File: config.mk
export PLATFORM = sky130hd
export DESIGN_NAME = fetch_ctrl
export DESIGN_NICKNAME = d
export VERILOG_FILES = /design/src/logic/fetch_pkg.sv /design/src/logic/fetch_ctrl.sv
export SDC_FILE = /design/constraint.sdc
export NUM_CORES = 1
export LEC_CHECK = 0
export BUFFER_PORTS_ARGS = -buffer_cell sky130_fd_sc_hd__buf_2
export CORE_MARGIN = 2
export CORE_UTILIZATION = 40
export DETAILED_ROUTE_END_ITERATION = 7
export PLACE_DENSITY = 0.79
export SLEW_MARGIN = 30
export SYNTH_ARGS = -nofsm -noshare
export SYNTH_HDL_FRONTEND = slang
export SYNTH_SLANG_ARGS = --single-unit
File: constraint.sdc
create_clock -name clk -period 3.7 [get_ports clk]
set_clock_uncertainty 0.15 [all_clocks]
set_input_delay 0.555 -clock clk [delete_from_list [all_inputs] [get_ports clk]]
set_output_delay 0.555 -clock clk [all_outputs]
set_load 0.01 [all_outputs]
File: src/logic/fetch_pkg.sv
// Fetch package
// Widths and message formats shared by the fetch front end,
// the instruction memory and the output side

`default_nettype none

package fetch_pkg;

  // --------------------
  // Widths
  // --------------------

  // Byte address
  localparam int addr_w = 32;
  // One instruction word
  localparam int inst_w = 32;
  // Opaque field, carries the fetch epoch
  localparam int tag_w  = 4;

  // --------------------
  // Memory messages
  // --------------------

  typedef enum logic {
    mem_read  = 1'b0,
    mem_write = 1'b1
  } mem_op_e;

  // Request, 69 bits
  typedef struct packed {
    mem_op_e           op;
    logic [tag_w-1:0]  tag;
    logic [addr_w-1:0] addr;
    logic [inst_w-1:0] data;
  } mem_req_t;

  // Response, echoes tag and address of its request
  typedef struct packed {
    mem_op_e           op;
    logic [tag_w-1:0]  tag;
    logic [addr_w-1:0] addr;
    logic [inst_w-1:0] data;
  } mem_resp_t;

  // --------------------
  // Fetch to decode
  // --------------------

  typedef struct packed {
    logic [addr_w-1:0] pc;
    logic [inst_w-1:0] inst;
  } fd_msg_t;

endpackage

`default_nettype wire

File: src/logic/fetch_ctrl.sv
// Fetch controller
// Issues sequential reads tagged with the current epoch, bounds the
// number in flight, redirects on request and drops stale responses

`default_nettype none

module fetch_ctrl import fetch_pkg::*; #(
  parameter logic [addr_w-1:0] rst_addr      = '0,
  parameter int                max_in_flight = 4
) (
  input  logic              clk,
  input  logic              rst,
  // Redirect strobe from a later stage
  input  logic              redirect,
  input  logic [addr_w-1:0] redirect_target,
  // Memory request
  output logic              req_val,
  input  logic              req_rdy,
  output mem_req_t          req,
  // Memory response
  input  logic              resp_val,
  output logic              resp_rdy,
  input  mem_resp_t         resp,
  // Toward decode
  output logic              fd_val,
  input  logic              fd_rdy,
  output fd_msg_t           fd
);

  localparam int cnt_w = $clog2(max_in_flight + 1);

  logic              req_xfer;
  logic              resp_xfer;
  logic              active;
  logic [addr_w-1:0] pc;
  logic [addr_w-1:0] req_addr;
  logic [addr_w-1:0] pc_next;
  logic [tag_w-1:0]  epoch;
  logic [tag_w-1:0]  epoch_next;
  logic [cnt_w-1:0]  in_flight;
  logic              stale;

  assign req_xfer  = req_val && req_rdy;
  assign resp_xfer = resp_val && resp_rdy;

  // Goes high on the first cycle out of reset
  always_ff @(posedge clk) begin
    if (rst) begin
      active <= 1'b0;
    end else begin
      active <= 1'b1;
    end
  end

  // --------------------
  // Pc and epoch
  // --------------------

  // Redirect takes effect in its own cycle
  always_comb begin
    req_addr   = redirect ? redirect_target : pc;
    epoch_next = redirect ? epoch + tag_w'(1) : epoch;
    pc_next    = req_xfer ? req_addr + addr_w'(4) : req_addr;
  end

  always_ff @(posedge clk) begin
    if (rst) begin
      pc    <= rst_addr;
      epoch <= '0;
    end else begin
      pc    <= pc_next;
      epoch <= epoch_next;
    end
  end

  // --------------------
  // Request
  // --------------------

  // Counts reads not yet answered, dropped ones included
  always_ff @(posedge clk) begin
    if (rst) begin
      in_flight <= '0;
    end else if (req_xfer && !resp_xfer) begin
      in_flight <= in_flight + cnt_w'(1);
    end else if (resp_xfer && !req_xfer) begin
      in_flight <= in_flight - cnt_w'(1);
    end
  end

  assign req_val = active && (in_flight < cnt_w'(max_in_flight));

  // Read only, tag is the epoch of this cycle
  always_comb begin
    req.op   = mem_read;
    req.tag  = epoch_next;
    req.addr = req_addr;
    req.data = '0;
  end

  // --------------------
  // Response
  // --------------------

  // Older epoch, answer to a squashed path
  assign stale = (resp.tag != epoch);

  // Stale responses are drained, others pass straight through
  assign resp_rdy = stale || fd_rdy;
  assign fd_val   = resp_val && !stale;

  always_comb begin
    fd.pc   = resp.addr;
    fd.inst = resp.data;
  end

endmodule

`default_nettype wire

==> reports/metrics.sh <==
NETLIST_INSTANCES=400
PATH_CELLS='buf_2, buf_4, nand3_1, a221oi_2, nand2_1, or4_1, a21oi_1'
CORE_AREA_UM2=8090
TIMING.FINAL.CRIT_SHARE=0.772
SYNTH_COMMON_CELLS='99 x sky130_fd_sc_hd__buf_4, 40 x sky130_fd_sc_hd__dfxtp_1, 26 x sky130_fd_sc_hd__mux2_2, 26 x sky130_fd_sc_hd__nand2_1'
GRT_ANTENNA_BEFORE_REPAIR=0
GRT_MAX_DEGREE=34
TOP_LEVEL_PORTS=243
DRV_SLEW=0
MAX_FREQ_MHz=350
CLK_ROOT_BUFFER_CELL='sky130_fd_sc_hd__clkbuf_8'
FINAL_NET_COUNT=522
STD_CELL_ROWS=33
START_UTIL=0.408
AVGVIACOUNTPERCELL=5.32
SYNTH-EDFF-COUNT=0
HTREEDEPTH=2
POWER-PER-CELL-AREA_nW_PER_UM2=318
TNS_PS=0
ROUTED-VIA-COUNT=2746
POST_CTS_RESIZE_COUNT=0
TIMING.SLEW.HEADROOM=0.588
POST-DP-HPWL_UM=6190
COUNT_OF_BUFFERS_FROM_PORT_BUFFERING=80
WORSTHOLDPATHTYPE='register to register'
CRITPATHCAPTURETYPE='register'
DRT-INITIAL-DRC-COUNT=186
DESIGN.DIE.AREA_UM2=9000
DIE-HEIGHT_UM=94.9
CRITICAL_PATH_REQUIRED_PS=3770
CTS_INSERTED_BUFFERS=5
TIMING.FINAL.HOLD_VIOLATIONS=0
POSTCTSSETUPREPAIRBUFS=0
GP_CONGESTION=0.805
SYNTHARSTFLOPSHARE=0
CLOCK_SINKS=40
DIODES=0
YOSYS_REGISTER_BITS=40
FILLERS=873
DRT_WL_TOTAL_UM=7810
POWER.IR.VDD_WORST_uV=171
FINAL.MIN_CLOCK_PERIOD_PS=2860
SYNTHMOSTINSTANTIATEDCELL='sky130_fd_sc_hd__buf_4'
CAP_VIOL_MAX_COUNT=0
WORST_SLEW_PIN_SLEW_PS=617
YOSYS.AREA.TOP_TYPE_SHARE=0.242
WORST_SETUP_PATH_TYPE='input port to register'
CTS_TREE='built'
AVERAGE_ROUTED_WIRE_PER_STANDARD_CELL_UM=15.1
RSZ0062_AT_GRT='false'
GRT_PASS1_VIAS=2557
RUN_STATUS='completed'
DIE_WIDTH_UM=94.9
GROUTE.USAGE.OVERALL=0.172
SYNTH.LARGEST_AREA_CELL='sky130_fd_sc_hd__dfxtp_1'
COUNT_OF_YOSYS_WARNINGS_DURING_SYNTHESIS=0
DRTANTENNAVIOLNETS=0
FINAL-SETUP-VIOL-COUNT=0
SYNTHTOLAYOUTAREAGROWTH_PCT=-1.29
FINAL_CRITICAL_PATH_SETUP_SLACK_PS=843
SYNTHDISTINCTLIBCELLS=51
DRC=0
CRITICAL_PATH.MAX_STAGE_DELAY_PS=580
SYNTH_AREA_UM2=3300
GLOBALROUTE.TOTALOVERFLOW=0
POWER_LEAKAGE_nW=1.50
DP.CELLS=509
POST_SYNTH.CELL_AREA_AVG_UM2=8.26
DRIVE_ABOVE_1_SHARE=0.299
HOLDBUFCOUNTCTS=0
DRT_PRE_ANTENNA_ITERS=4
STDCELL_COUNT=516
CRIT_SLOWEST_CELL='sky130_fd_sc_hd__a221oi_2'
CLOCK_PATH_BUFFERS=2
GRT_PASS1_WL_UM=12100
POST-PLACE-WS_PS=564
FINALCOREUTILIZATION=0.403
POST_SYNTH_MAIN_AREA_CONTRIBUTORS='sky130_fd_sc_hd__dfxtp_1 24%, sky130_fd_sc_hd__buf_4 22%, sky130_fd_sc_hd__mux2_2 8.9%'
CLKLATENCYLATEPIN_PS=300
CLKTRANSATPATHREGS_PS=70
ARRIVAL_PS=2920
SYNTHFLOPTYPE='sky130_fd_sc_hd__dfxtp_1'
CRITPATHMAXFANOUT=31
CRITPATHLAUNCHTYPE='input port'
SYNTH-SEQ-AREA-SHARE=0.242
-- worst paths after layout --
kind                             startpoint                         to  slack (ps)  cells past startpoint
hold / removal    in_flight[2]$_SDFFE_PP0P_  in_flight[2]$_SDFFE_PP0P_         380                      2
setup reg to reg        epoch[2]$_SDFF_PP0_  in_flight[2]$_SDFFE_PP0P_        1220                     10
setup / recovery                   redirect          pc[25]$_SDFF_PP0_         840                      7
hold reg to reg   in_flight[2]$_SDFFE_PP0P_  in_flight[2]$_SDFFE_PP0P_         380                      2
-- metrics by stage --
step / cell area (um2) / power [mW] / hold WS (ps)
floorplan: 3420 / 0.771 / 316
global placement: 3180 / 0.758 / 336
detailed placement: 3180 / 0.769 / 356
CTS: 3260 / 1.05 / 380
global route: 3260 / 1.10 / 420
finish: 3260 / 1.04 / 383
-- worst max-delay path, delay by kind of cell --
family / cells / cell delay (ps)
buf+inv: 2 / 740
compound gates: 2 / 720
simple gates: 3 / 890
-- layout make-up --
| cell class | instances | area [um2] | share of cell area |
|---|---|---|---|
| clock buffers | 6 | 72.6 | 0.0222 |
| clock inverters | 1 | 5.00 | 0.00153 |
| inverters | 8 | 30.0 | 0.00921 |
| multi-input cells | 270 | 1780 | 0.545 |
| flip-flops and latches | 40 | 801 | 0.245 |
| well taps | 105 | 131 | 0.0403 |
| repair buffers | 86 | 445 | 0.137 |
-- metal layers --
layer,up-vias,track usage,part of all wire
li1,1297,-,-
met2,128,0.286,0.47
met3,39,0.0662,0.10
met1,1282,0.196,0.39
met5,-,0,0
met4,0,0.0725,0.032
-- flip-flops by register name, summed over array words and instances (netlist names) --
register,count
active,1
pc,32
in_flight,3
epoch,4
-- power by group --
part           switching [mW]  leakage [nW]  internal, mW  total [mW]
combinational           0.155          1.13         0.116       0.271
clock                   0.151        0.0410         0.128       0.279
sequential             0.0237         0.330         0.464       0.488
total                   0.330          1.50         0.709        1.04
-- cells in the final DEF, fill, tap and decap left out, types with 7 or more instances in the layout --
cell type / instances
sky130_fd_sc_hd__buf_2: 80
sky130_fd_sc_hd__dfxtp_1: 40
sky130_fd_sc_hd__conb_1: 33
sky130_fd_sc_hd__mux2_2: 26
sky130_fd_sc_hd__nand2_1: 26
sky130_fd_sc_hd__nand3_1: 18
sky130_fd_sc_hd__nor2_1: 18
sky130_fd_sc_hd__xor2_1: 13
sky130_fd_sc_hd__a21oi_1: 12
sky130_fd_sc_hd__nand3b_1: 12
sky130_fd_sc_hd__nand4_1: 12
sky130_fd_sc_hd__nor3_1: 11
sky130_fd_sc_hd__o21ai_0: 8
sky130_fd_sc_hd__inv_1: 7
sky130_fd_sc_hd__and2_1: 7
-- kinds of logic after synthesis --
group	Yosys count	share of synthesized area
buffers and inverters	122	0.256
AND/OR/NAND/NOR	138	0.237
AO/OA/AOI/OAI	45	0.0916
adder cells (fa/ha/maj)	4	0.0174
multiplexers	32	0.107
flip-flops	40	0.242
XOR/XNOR	18	0.0477
other	1	0.00113
Power figures use the tool's default switching activity.
