### src/logic/val_rdy_queue.sv
// Val/rdy queue
// Circular FIFO with read and write pointers and an occupancy count
// Payload type is chosen by the instantiating module

`default_nettype none

module val_rdy_queue #(
  parameter int  depth     = 2,
  parameter type payload_t = logic [31:0]
) (
  input  logic                         clk,
  input  logic                         rst,
  input  logic                         in_val,
  output logic                         in_rdy,
  input  payload_t                     in,
  output logic                         out_val,
  input  logic                         out_rdy,
  output payload_t                     out,
  output logic [$clog2(depth+1)-1:0]   count
);

  localparam int ptr_w = (depth > 1) ? $clog2(depth) : 1;
  localparam int cnt_w = $clog2(depth + 1);

  payload_t         slots [depth];
  logic [ptr_w-1:0] wr_ptr;
  logic [ptr_w-1:0] rd_ptr;
  logic             push;
  logic             pop;

  // Pointer wrap, depth need not be a power of two
  function automatic logic [ptr_w-1:0] ptr_inc(input logic [ptr_w-1:0] p);
    if (p == ptr_w'(depth - 1)) begin
      return '0;
    end
    return p + ptr_w'(1);
  endfunction

  // --------------------
  // Handshakes
  // --------------------

  assign push    = in_val && in_rdy;
  assign pop     = out_val && out_rdy;
  // Full blocks the input, empty hides the output
  assign in_rdy  = (count != cnt_w'(depth));
  assign out_val = (count != '0);
  // Head entry, no bypass from the input
  assign out     = slots[rd_ptr];

  // Pointers and occupancy
  always_ff @(posedge clk) begin
    if (rst) begin
      wr_ptr <= '0;
      rd_ptr <= '0;
      count  <= '0;
    end else begin
      if (push) begin
        wr_ptr <= ptr_inc(wr_ptr);
      end
      if (pop) begin
        rd_ptr <= ptr_inc(rd_ptr);
      end
      // Simultaneous push and pop keeps the count
      case ({push, pop})
        2'b10:   count <= count + cnt_w'(1);
        2'b01:   count <= count - cnt_w'(1);
        default: count <= count;
      endcase
    end
  end

  // Storage
  always_ff @(posedge clk) begin
    if (push) begin
      slots[wr_ptr] <= in;
    end
  end

endmodule

`default_nettype wire

### config.mk
export PLATFORM = sky130hd
export DESIGN_NAME = val_rdy_queue
export DESIGN_NICKNAME = d
export VERILOG_FILES = /design/src/logic/val_rdy_queue.sv
export SDC_FILE = /design/constraint.sdc
export NUM_CORES = 1
export LEC_CHECK = 0
export BUFFER_PORTS_ARGS = -buffer_cell sky130_fd_sc_hd__clkbuf_2
export CORE_UTILIZATION = 46
export CTS_CLUSTER_DIAMETER = 150
export DETAILED_ROUTE_END_ITERATION = 12
export GPL_TIMING_DRIVEN = 0
export PLACE_DENSITY_LB_ADDON = 0.12
export SYNTH_ARGS = -nofsm -noshare
export SYNTH_HDL_FRONTEND = slang
export SYNTH_SLANG_ARGS = --single-unit
### constraint.sdc
create_clock -name clk -period 2 [get_ports clk]
set_clock_uncertainty 0.1 [all_clocks]
set_input_delay 0.2 -clock clk [delete_from_list [all_inputs] [get_ports clk]]
set_output_delay 0.2 -clock clk [all_outputs]
set_load 0.01 [all_outputs]
==> flow_metrics.py, run 1 <==
metrics = {
    "detailed_routing": {
        "vias": 1466,
        "routed_via_density": 4.669,
        "drtIter0Drc": 63,
        "wl_per_cell_um": 13.76,
        "ant_nets": 0,
        "wl_mm": 4.322,
        "dr.pass1.iters": 4,
        "drc": 0,
    },
    "pwr": {
        "p_leak_nw": 1.334,
        "pwr-share-comb": 0.298,
        "p_seq_frac": 0.480,
        "internal-power_mw": 2.841,
        "power.density_nw_per_um2": 1141,
        "p_sw_mw": 1.112,
        "vdd_ir_drop_max_mv": 0.8186,
        "swShare": 0.2813,
        "p_clk_frac": 0.222,
        "total_power_mw": 3.953,
    },
    "clock_tree": {
        "clkSlewWorstSetupHoldPaths_ps": 60,
        "clkSinkCount": 69,
        "h-tree-depth": 3,
        "cts_max_path_buffers": 2,
        "cts_buffers": 9,
        "root_buffer": "clkbuf_8",
        "postCtsSetupRepairBufs": 0,
        "clkLatencyLatePin_ps": 320,
        "cts_tree": "done",
    },
    "floorplan": {
        "start_util": 0.4849,
        "placementRows": 26,
        "die_width_um": 76.07,
        "dieArea_um2": 5787,
        "dieHeight_um": 76.07,
        "core-area_um2": 5205,
        "ioPinCount": 72,
    },
    "global_route": {
        "globalRouteOverflowTotal": 0,
        "grt_max_degree": 33,
        "track_usage": 0.1623,
        "grt_pass1_wl_mm": 6.975,
        "antenna_found_initial": 0,
        "grt_pass1_vias": 1558,
    },
    "setup_path": {
        "crit_path_end_kind": "output port",
        "cp_max_fo": 10,
        "crit_required_ps": 1700,
        "setup.worst_path.class": "reg2out",
        "critPathMaxStageDelay_ps": 360,
        "critPathTopFamily": "buffers and inverters",
        "worstSetupStartpointType": "flop",
        "cp.arrival_ps": 1590,
        "reg2reg_slack_ps": 160,
        "crit_path_top_delay_cell": "mux2_2",
        "worstPathCellList": "clkbuf_1, clkbuf_4, mux2_2, clkbuf_2",
        "crit_buf_inv": 3,
    },
    "finish": {
        "area_growth_pct": 37.33,
        "final_common_cell": "clkbuf_2",
        "nets": 277,
        "seqCellArea_um2": 2022,
        "layout_common_cells": "71 x clkbuf_2, 64 x edfxtp_1, 33 x dlygate4sd3_1, 30 x mux2_2, 9 x clkbuf_8",
        "multiInputGateArea_um2": 480.5,
        "layout-drive-gt1-share": 0.4918,
        "num-fill-cells": 372,
        "instances_no_fill": 314,
        "insertedDiodeCount": 0,
    },
    "hold_path": {
        "hp-class": "in2reg",
    },
    "logic_synthesis": {
        "ys_seq_elements": 69,
        "ys_top_cells_by_area": "edfxtp_1 76%, mux2_2 13%, dfxtp_1 4.0%",
        "synth_async_sr_flop_share": 0,
        "synth_top_area_share": 0.7615,
        "yosys_warnings": 0,
        "synth_top_flop_cell": "edfxtp_1",
        "synthCells": 124,
        "syn_area_um2": 2524,
        "synth_edf_count": 64,
        "yosysUniqueCellTypes": 21,
        "synth-seq-area-share": 0.8012,
        "avgSynthCellArea_um2": 20.35,
        "syn-num-nets": 161,
        "synth_top_area_cell": "edfxtp_1",
    },
    "timing": {
        "min_period_ps": 1892,
        "rsz0062_at_grt": "yes",
        "timing.fmax_mhz": 528.4,
        "whs_ps": 110.9,
        "maxSlewViolCount": 0,
        "timing.final.crit_share": 0.9462,
        "final.setup.worst_slack_ps": 107.5,
        "setup_viol": 0,
        "tightestPinTransition_ps": 750.2,
        "slew_headroom": 0.4999,
        "hold_viol": 0,
    },
    "placement": {
        "gp_congestion": 0.6238,
        "portBuffers": 71,
        "pre_cts_ws_ps": -270.7,
        "dp.cells": 265,
        "dp_hpwl_mm": 2.595,
    },
    "job": {
        "cap_violations": 0,
    },
    "run_status": {
        "status": "finished clean",
    },
}
==> logic make-up (layout without fill, tap and decap cells) <==
family,after synthesis,count (layout),share of synthesized area
compound gates,5,5,0.01289
xor+xnor,3,3,0.01041
fa+ha+maj,1,1,0.004957
buf+inv,5,125,0.008920
flops,69,69,0.8012
mux,32,32,0.1428
simple gates,9,9,0.01885
==> flip-flops by register name, indices dropped and copies added (netlist names), named ones only <==
name / cells
count: 2
slots: 64
rd_ptr: 1
wr_ptr: 1
==> power by group through the flow <==
stage / Sequential [mW] / Clock [mW] / Combinational, mW
2_1_floorplan: 1.92 / 0 / 0.707
3_3_place_gp: 1.92 / 0 / 1.08
3_5_place_dp: 1.94 / 0 / 1.11
4_1_cts: 1.90 / 0.902 / 1.19
5_1_grt: 1.92 / 0.959 / 1.28
6_report: 1.90 / 0.878 / 1.18
==> cell type report <==
cell class                      count  share of cell area
Buffer                              4            0.007581
Clock buffer                       12             0.03899
Clock inverter                      3            0.003971
Inverter                            1            0.002166
Multi-Input combinational cell     50              0.1386
Sequential cell                    69              0.5834
Tap cell                           70             0.02527
Timing Repair Buffer              104              0.1978
Timing Repair inverter              1            0.002166
==> path summary, 6_finish.rpt <==
path	from	end	depth (start not counted)
setup / recovery	flop	out[13]	4
hold / removal	in_val	wr_ptr	3
setup reg to reg	count[0]	slots[1][12]	2
hold reg to reg	count[1]	count[1]	2
==> tightest hold or removal path, delay by kind of cell <==
family,cells,cell delay [ps]
AOI/OAI and AO/OA,2,170
buffers and inverters,1,110
==> Yosys cell counts (2+ instances only) <==
cell / number
dfxtp_1: 5
xnor2_1: 2
buf_2: 3
nor2_1: 3
a21oi_1: 2
edfxtp_1: 64
mux2_2: 30
mux2_1: 2
==> repair_timing <==
action                                  CTS  global route
cloned                                    1             0
hold buffers                             33             0
hold endpoints to repair                 68             0
endpoints found under the setup margin   32            30
resized for setup                         2             4
==> metrics by stage <==
| stage | utilization | cell area, um^2 | setup TNS [ps] |
|---|---|---|---|
| final | 0.6659 | 3466 | 0 |
| after detailed placement | 0.5702 | 2968 | -8633 |
| after floorplan | - | 2525 | 0 |
| after global placement | 0.5702 | 2968 | -4341 |
| after CTS | 0.6644 | 3458 | 0 |
| after global routing | 0.6659 | 3466 | -59.12 |
==> routing by layer <==
layer	global-route usage	vias to the layer above	wire, um
met4	0.1019	0	73
met1	0.1657	702	1699
li1	-	714	-
met3	0.03952	8	150
met2	0.2964	42	2398
met5	0	-	0
Note: power is estimated with default switching activity, not from simulation.
==> inputs of run 2 (changes only) <==
Settings changed: CORE_MARGIN from default to 2, GPL_TIMING_DRIVEN 0 to default.
==> run 2 against run 1 <==
Net effect: final area increased by 1.2%; largest power group unchanged; critical path depth increased by 1; critical path type is now reg2reg; worst setup slack improved by 180 ps; sequential share of layout area decreased by 0.71 points; core utilization increased by 0.82 points; clock power increased by 17%; count of clock-buffer cells in the layout decreased by 3; sequential power about the same; non-clock buffer count increased by 1; die area increased by 5.3%.
==> flow_metrics.py, run 2 (same netlist as run 1, synthesis figures left out) <==
metrics = {
    "global_route": {
        "grt_pass1_vias": 1617,
        "grt_pass1_wl_mm": 7.044,
        "grt_use_met2": 0.2871,
        "antenna_found_initial": 0,
        "grt_max_degree": 33,
        "globalRouteOverflowTotal": 0,
        "track_usage": 0.1593,
        "grt_util_met3": 0.03793,
        "top_usage_layer": "met2",
        "groute.layer.met1.usage": 0.1661,
    },
    "timing": {
        "timing.final.crit_share": 0.8551,
        "setup_viol": 0,
        "hold_viol": 0,
        "maxSlewViolCount": 0,
        "tightestPinTransition_ps": 230.0,
        "timing.fmax_mhz": 584.7,
        "finalSetupTns_ps": 0,
        "rsz0062_at_grt": "no",
        "whs_ps": 109.0,
        "min_period_ps": 1710,
        "slew_headroom": 0.8467,
    },
    "floorplan": {
        "die_width_um": 78.07,
        "placementRows": 26,
        "ioPinCount": 72,
        "dieHeight_um": 78.07,
        "dieArea_um2": 6095,
        "start_util": 0.4849,
        "core-area_um2": 5205,
    },
    "finish": {
        "insertedDiodeCount": 0,
        "nets": 277,
        "num-fill-cells": 358,
        "layout_common_cells": "71 x clkbuf_2, 64 x edfxtp_1, 33 x dlygate4sd3_1, 30 x mux2_2, 9 x clkbuf_8",
        "largest_register_ffs": 64,
        "area_growth_pct": 39.02,
        "reg.largest.list": "slots x64, count x2",
        "regMostFlops": "slots",
        "final_common_cell": "clkbuf_2",
        "layout-drive-gt1-share": 0.5000,
    },
    "clock_tree": {
        "root_buffer": "clkbuf_8",
        "clkSinkCount": 69,
        "clkSlewWorstSetupHoldPaths_ps": 70,
        "clkLatencyLatePin_ps": 320,
        "h-tree-depth": 3,
        "cts_max_path_buffers": 2,
        "cts_buffers": 9,
        "cts_tree": "done",
        "cts_resized": 0,
    },
    "detailed_routing": {
        "drtIter0Drc": 57,
        "drc": 0,
        "wl_mm": 4.528,
        "vias": 1482,
        "routed_via_density": 4.720,
        "dr.pass1.iters": 4,
        "wl_per_cell_um": 14.42,
        "ant_nets": 0,
    },
    "job": {
        "cap_violations": 0,
    },
    "setup_path": {
        "cp_max_fo": 6,
        "crit_required_ps": 2160,
        "reg2reg_slack_ps": 290,
        "worstPathCellList": "nand2b_1, nand2_1, ha_1, or3_1, a21oi_1",
        "crit_path_top_delay_cell": "dfxtp_1",
        "worstSetupStartpointType": "flop",
        "cp.arrival_ps": 1870,
        "crit_path_end_kind": "flop",
        "critPathMaxStageDelay_ps": 430,
        "setup.worst_path.class": "reg2reg",
    },
    "pwr": {
        "vdd_ir_drop_max_mv": 0.6915,
        "p_leak_nw": 1.365,
        "power.density_nw_per_um2": 1172,
    },
    "placement": {
        "gp_congestion": 0.6542,
        "dp_hpwl_mm": 2.858,
        "portBuffers": 71,
    },
    "run_status": {
        "status": "finished clean",
    },
    "hold_path": {
        "hp-class": "in2reg",
    },
}
## run 2: cell types whose count changed in the layout (fill, tap and decap cells not counted), sizes merged
cell	before	now
clkbuf	86	80
bufinv	0	1
buf	1	5
inv	0	1
clkinvlp	2	1
clkinv	3	4
## run 2: area by class of cell
cell class                      instances  area, um^2  share of cell area
Clock buffer                            9       123.9             0.03531
Multi-Input combinational cell         50       480.5              0.1369
Clock inverter                          6       55.05             0.01569
Inverter                                1       3.754            0.001070
Sequential cell                        69        2022              0.5763
Timing Repair Buffer                  109       735.7              0.2097
Tap cell                               70       87.58             0.02496
## run 2: worst max-delay path: cells and delay by family, from the launching register on
kind	cells	cell delay, ps
adders and majority gates	1	330
AOI/OAI and AO/OA	1	150
DFF	1	430
and+or+nand+nor	3	640
## run 2: per-layer routing
| layer | up-vias | part of all wire |
|---|---|---|
| li1 | 712 | - |
| met2 | 51 | 0.54 |
| met4 | 0 | 0.025 |
| met3 | 13 | 0.044 |
| met1 | 706 | 0.39 |
| met5 | - | 0 |
## run 2: final timing paths
| check | endpoint | start | cells past startpoint |
|---|---|---|---|
| setup / recovery | count[1] | count[0] | 5 |
| hold / removal | wr_ptr | in_val | 3 |
| setup reg to reg | count[1] | count[0] | 5 |
| hold reg to reg | rd_ptr | rd_ptr | 2 |
## run 2: where the power goes
part | switching [mW] | internal (mW)
sequential | 0.0726 | 1.83
combinational | 0.598 | 0.586
clock | 0.472 | 0.555
total | 1.14 | 2.97
## run 2: timing repair
action | in CTS | in global routing
hold buffers | 33 | 0
buffers inserted | 0 | 0
endpoints found under the setup margin | 0 | 0
endpoints found under the hold margin | 69 | 0
## run 2: through the flow
stage	cell area (um^2)	instances	utilization	power (mW)	setup WS [ps]
after CTS	3508	314	0.6740	4.153	255.8
after detailed placement	2999	266	0.5762	3.081	263.3
after floorplan	2525	124	-	2.628	56.25
after global routing	3508	314	0.6740	4.310	176.2
final	3508	314	0.6740	4.110	289.7
after global placement	2999	266	0.5762	3.027	382.0
==> inputs of run 3 (changes only) <==
Settings changed: PLACE_DENSITY_LB_ADDON 0.12 to 0.1.
==> run 3 against run 2 <==
Net effect: count of clock-buffer cells in the layout increased by 2; register-to-register slack is essentially flat; largest power group unchanged; combinational power about the same; clock power about the same; core utilization is 0.17 points higher; power grew 0.45%.
==> flow_metrics.py, run 3 (same netlist as run 1, synthesis figures left out) <==
metrics = {
    "timing": {
        "rsz0062_at_grt": "no",
        "timing.fmax_mhz": 568.2,
        "hold_viol": 0,
        "setup_viol": 0,
        "timing.final.crit_share": 0.8800,
        "whs_ps": 105.4,
        "final.setup.worst_slack_ps": 240.0,
        "maxSlewViolCount": 0,
        "min_period_ps": 1760,
        "tightestPinTransition_ps": 297.2,
        "slew_headroom": 0.8018,
        "finalSetupTns_ps": 0,
    },
    "detailed_routing": {
        "routed_via_density": 4.736,
        "wl_per_cell_um": 14.51,
        "drc": 0,
        "drtIter0Drc": 59,
        "wl_mm": 4.555,
        "dr.pass1.iters": 4,
        "vias": 1487,
        "ant_nets": 0,
    },
    "setup_path": {
        "critPathMaxStageDelay_ps": 380,
        "worstPathCellList": "buf_4, mux2_2, clkbuf_2",
        "crit_path_top_delay_cell": "mux2_2",
        "crit_path_end_kind": "output port",
        "worstSetupStartpointType": "flop",
        "cp.arrival_ps": 1460,
        "reg2reg_slack_ps": 290,
        "r2r_start": "count[0]",
        "crit_buf_inv": 2,
        "crit_required_ps": 1700,
        "setup.worst_path.class": "reg2out",
        "critPathTopFamily": "buffers and inverters",
        "cp_max_fo": 22,
    },
    "placement": {
        "portBuffers": 71,
        "dp_hpwl_mm": 2.899,
        "pre_cts_ws_ps": 300.0,
        "placed_area_um2": 3004,
        "gp_congestion": 0.6389,
    },
    "clock_tree": {
        "cts_buffers": 9,
        "clkLatencyLatePin_ps": 320,
        "h-tree-depth": 3,
        "clkSinkCount": 69,
        "clkSlewWorstSetupHoldPaths_ps": 70,
        "root_buffer": "clkbuf_8",
        "cts_resized": 0,
        "postCtsSetupRepairBufs": 0,
        "cts_tree": "done",
        "cts_hold_buf": 33,
        "cts_max_path_buffers": 2,
    },
    "finish": {
        "final_common_cell": "clkbuf_2",
        "layout-drive-gt1-share": 0.4959,
        "postLayoutCellArea_um2": 3517,
        "insertedDiodeCount": 0,
        "largest_register_ffs": 64,
        "num-fill-cells": 380,
        "regMostFlops": "slots",
        "nets": 276,
        "layout_common_cells": "71 x clkbuf_2, 64 x edfxtp_1, 33 x dlygate4sd3_1, 30 x mux2_2, 9 x clkbuf_8",
        "area_growth_pct": 39.37,
        "reg.largest.list": "slots x64, count x2",
    },
    "pwr": {
        "p_seq_frac": 0.461,
        "swShare": 0.2765,
        "power.density_nw_per_um2": 1174,
        "pwr-share-comb": 0.287,
        "p_sw_mw": 1.141,
        "internal-power_mw": 2.987,
        "total_power_mw": 4.129,
        "vdd_ir_drop_max_mv": 0.8007,
        "p_clk_frac": 0.252,
        "p_leak_nw": 1.365,
    },
    "global_route": {
        "track_usage": 0.1565,
        "grt_max_degree": 33,
        "globalRouteOverflowTotal": 0,
        "grt_pass1_vias": 1570,
        "grt_pass1_wl_mm": 7.017,
        "antenna_found_initial": 0,
        "grt_use_met2": 0.2793,
        "groute.layer.met1.usage": 0.1726,
        "grt_util_met3": 0.04598,
        "top_usage_layer": "met2",
    },
    "run_status": {
        "status": "finished clean",
    },
    "floorplan": {
        "ioPinCount": 72,
        "core-area_um2": 5205,
        "die_width_um": 78.07,
        "placementRows": 26,
        "start_util": 0.4849,
        "dieHeight_um": 78.07,
        "dieArea_um2": 6095,
    },
    "hold_path": {
        "hp-class": "in2reg",
        "hold_path_startpoint": "in_val",
    },
    "job": {
        "cap_violations": 0,
    },
}
-- run 3: changes by cell type in the layout (fill, tap and decap cells not counted) --
cell      before  now
clkbuf_1       0    2
clkinv_1       2    1
buf_4          4    2
buf_12         1    2
-- run 3: path summary, 6_finish.rpt --
| check | endpoint | cells after the start |
|---|---|---|
| min reg2reg | rd_ptr | 2 |
| min | wr_ptr | 3 |
| max reg2reg | count[1] | 5 |
| max | out[12] | 3 |
-- run 3: layout make-up --
| cell class | instances | area, um^2 | share of cell area |
|---|---|---|---|
| Clock buffer | 11 | 131.4 | 0.03735 |
| Timing Repair Buffer | 108 | 740.7 | 0.2106 |
| Tap cell | 70 | 87.58 | 0.02490 |
| Clock inverter | 5 | 51.30 | 0.01459 |
| Multi-Input combinational cell | 50 | 480.5 | 0.1366 |
| Inverter | 1 | 3.754 | 0.001067 |
| Sequential cell | 69 | 2022 | 0.5749 |
-- run 3: metal layers --
metal | routed length (um) | part of all wire | up-vias
met2 | 2444 | 0.54 | 45
met5 | 0 | 0 | -
li1 | - | - | 710
met3 | 195 | 0.043 | 7
met1 | 1866 | 0.41 | 725
met4 | 48 | 0.011 | 0
-- run 3: worst reg2reg max path, stage by stage, from the launching register on --
cell,delay (ps)
dfxtp_1,430
nand2b_1,230
nand2_1,80
ha_1,330
or3_1,350
a21oi_1,130
-- run 3: through the flow --
stage            util  instances
4_1_cts        0.6757        314
5_1_grt        0.6757        314
2_1_floorplan       -        124
6_report       0.6757        314
3_5_place_dp   0.5772        265
3_3_place_gp   0.5772        265
-- run 3: power groups by stage --
stage	sequential, mW	combinational, mW	clock, mW
after floorplan	1.92	0.707	0
after global placement	1.91	1.13	0
after detailed placement	1.93	1.15	0
after CTS	1.90	1.21	1.07
after global routing	1.92	1.28	1.15
final	1.90	1.19	1.04
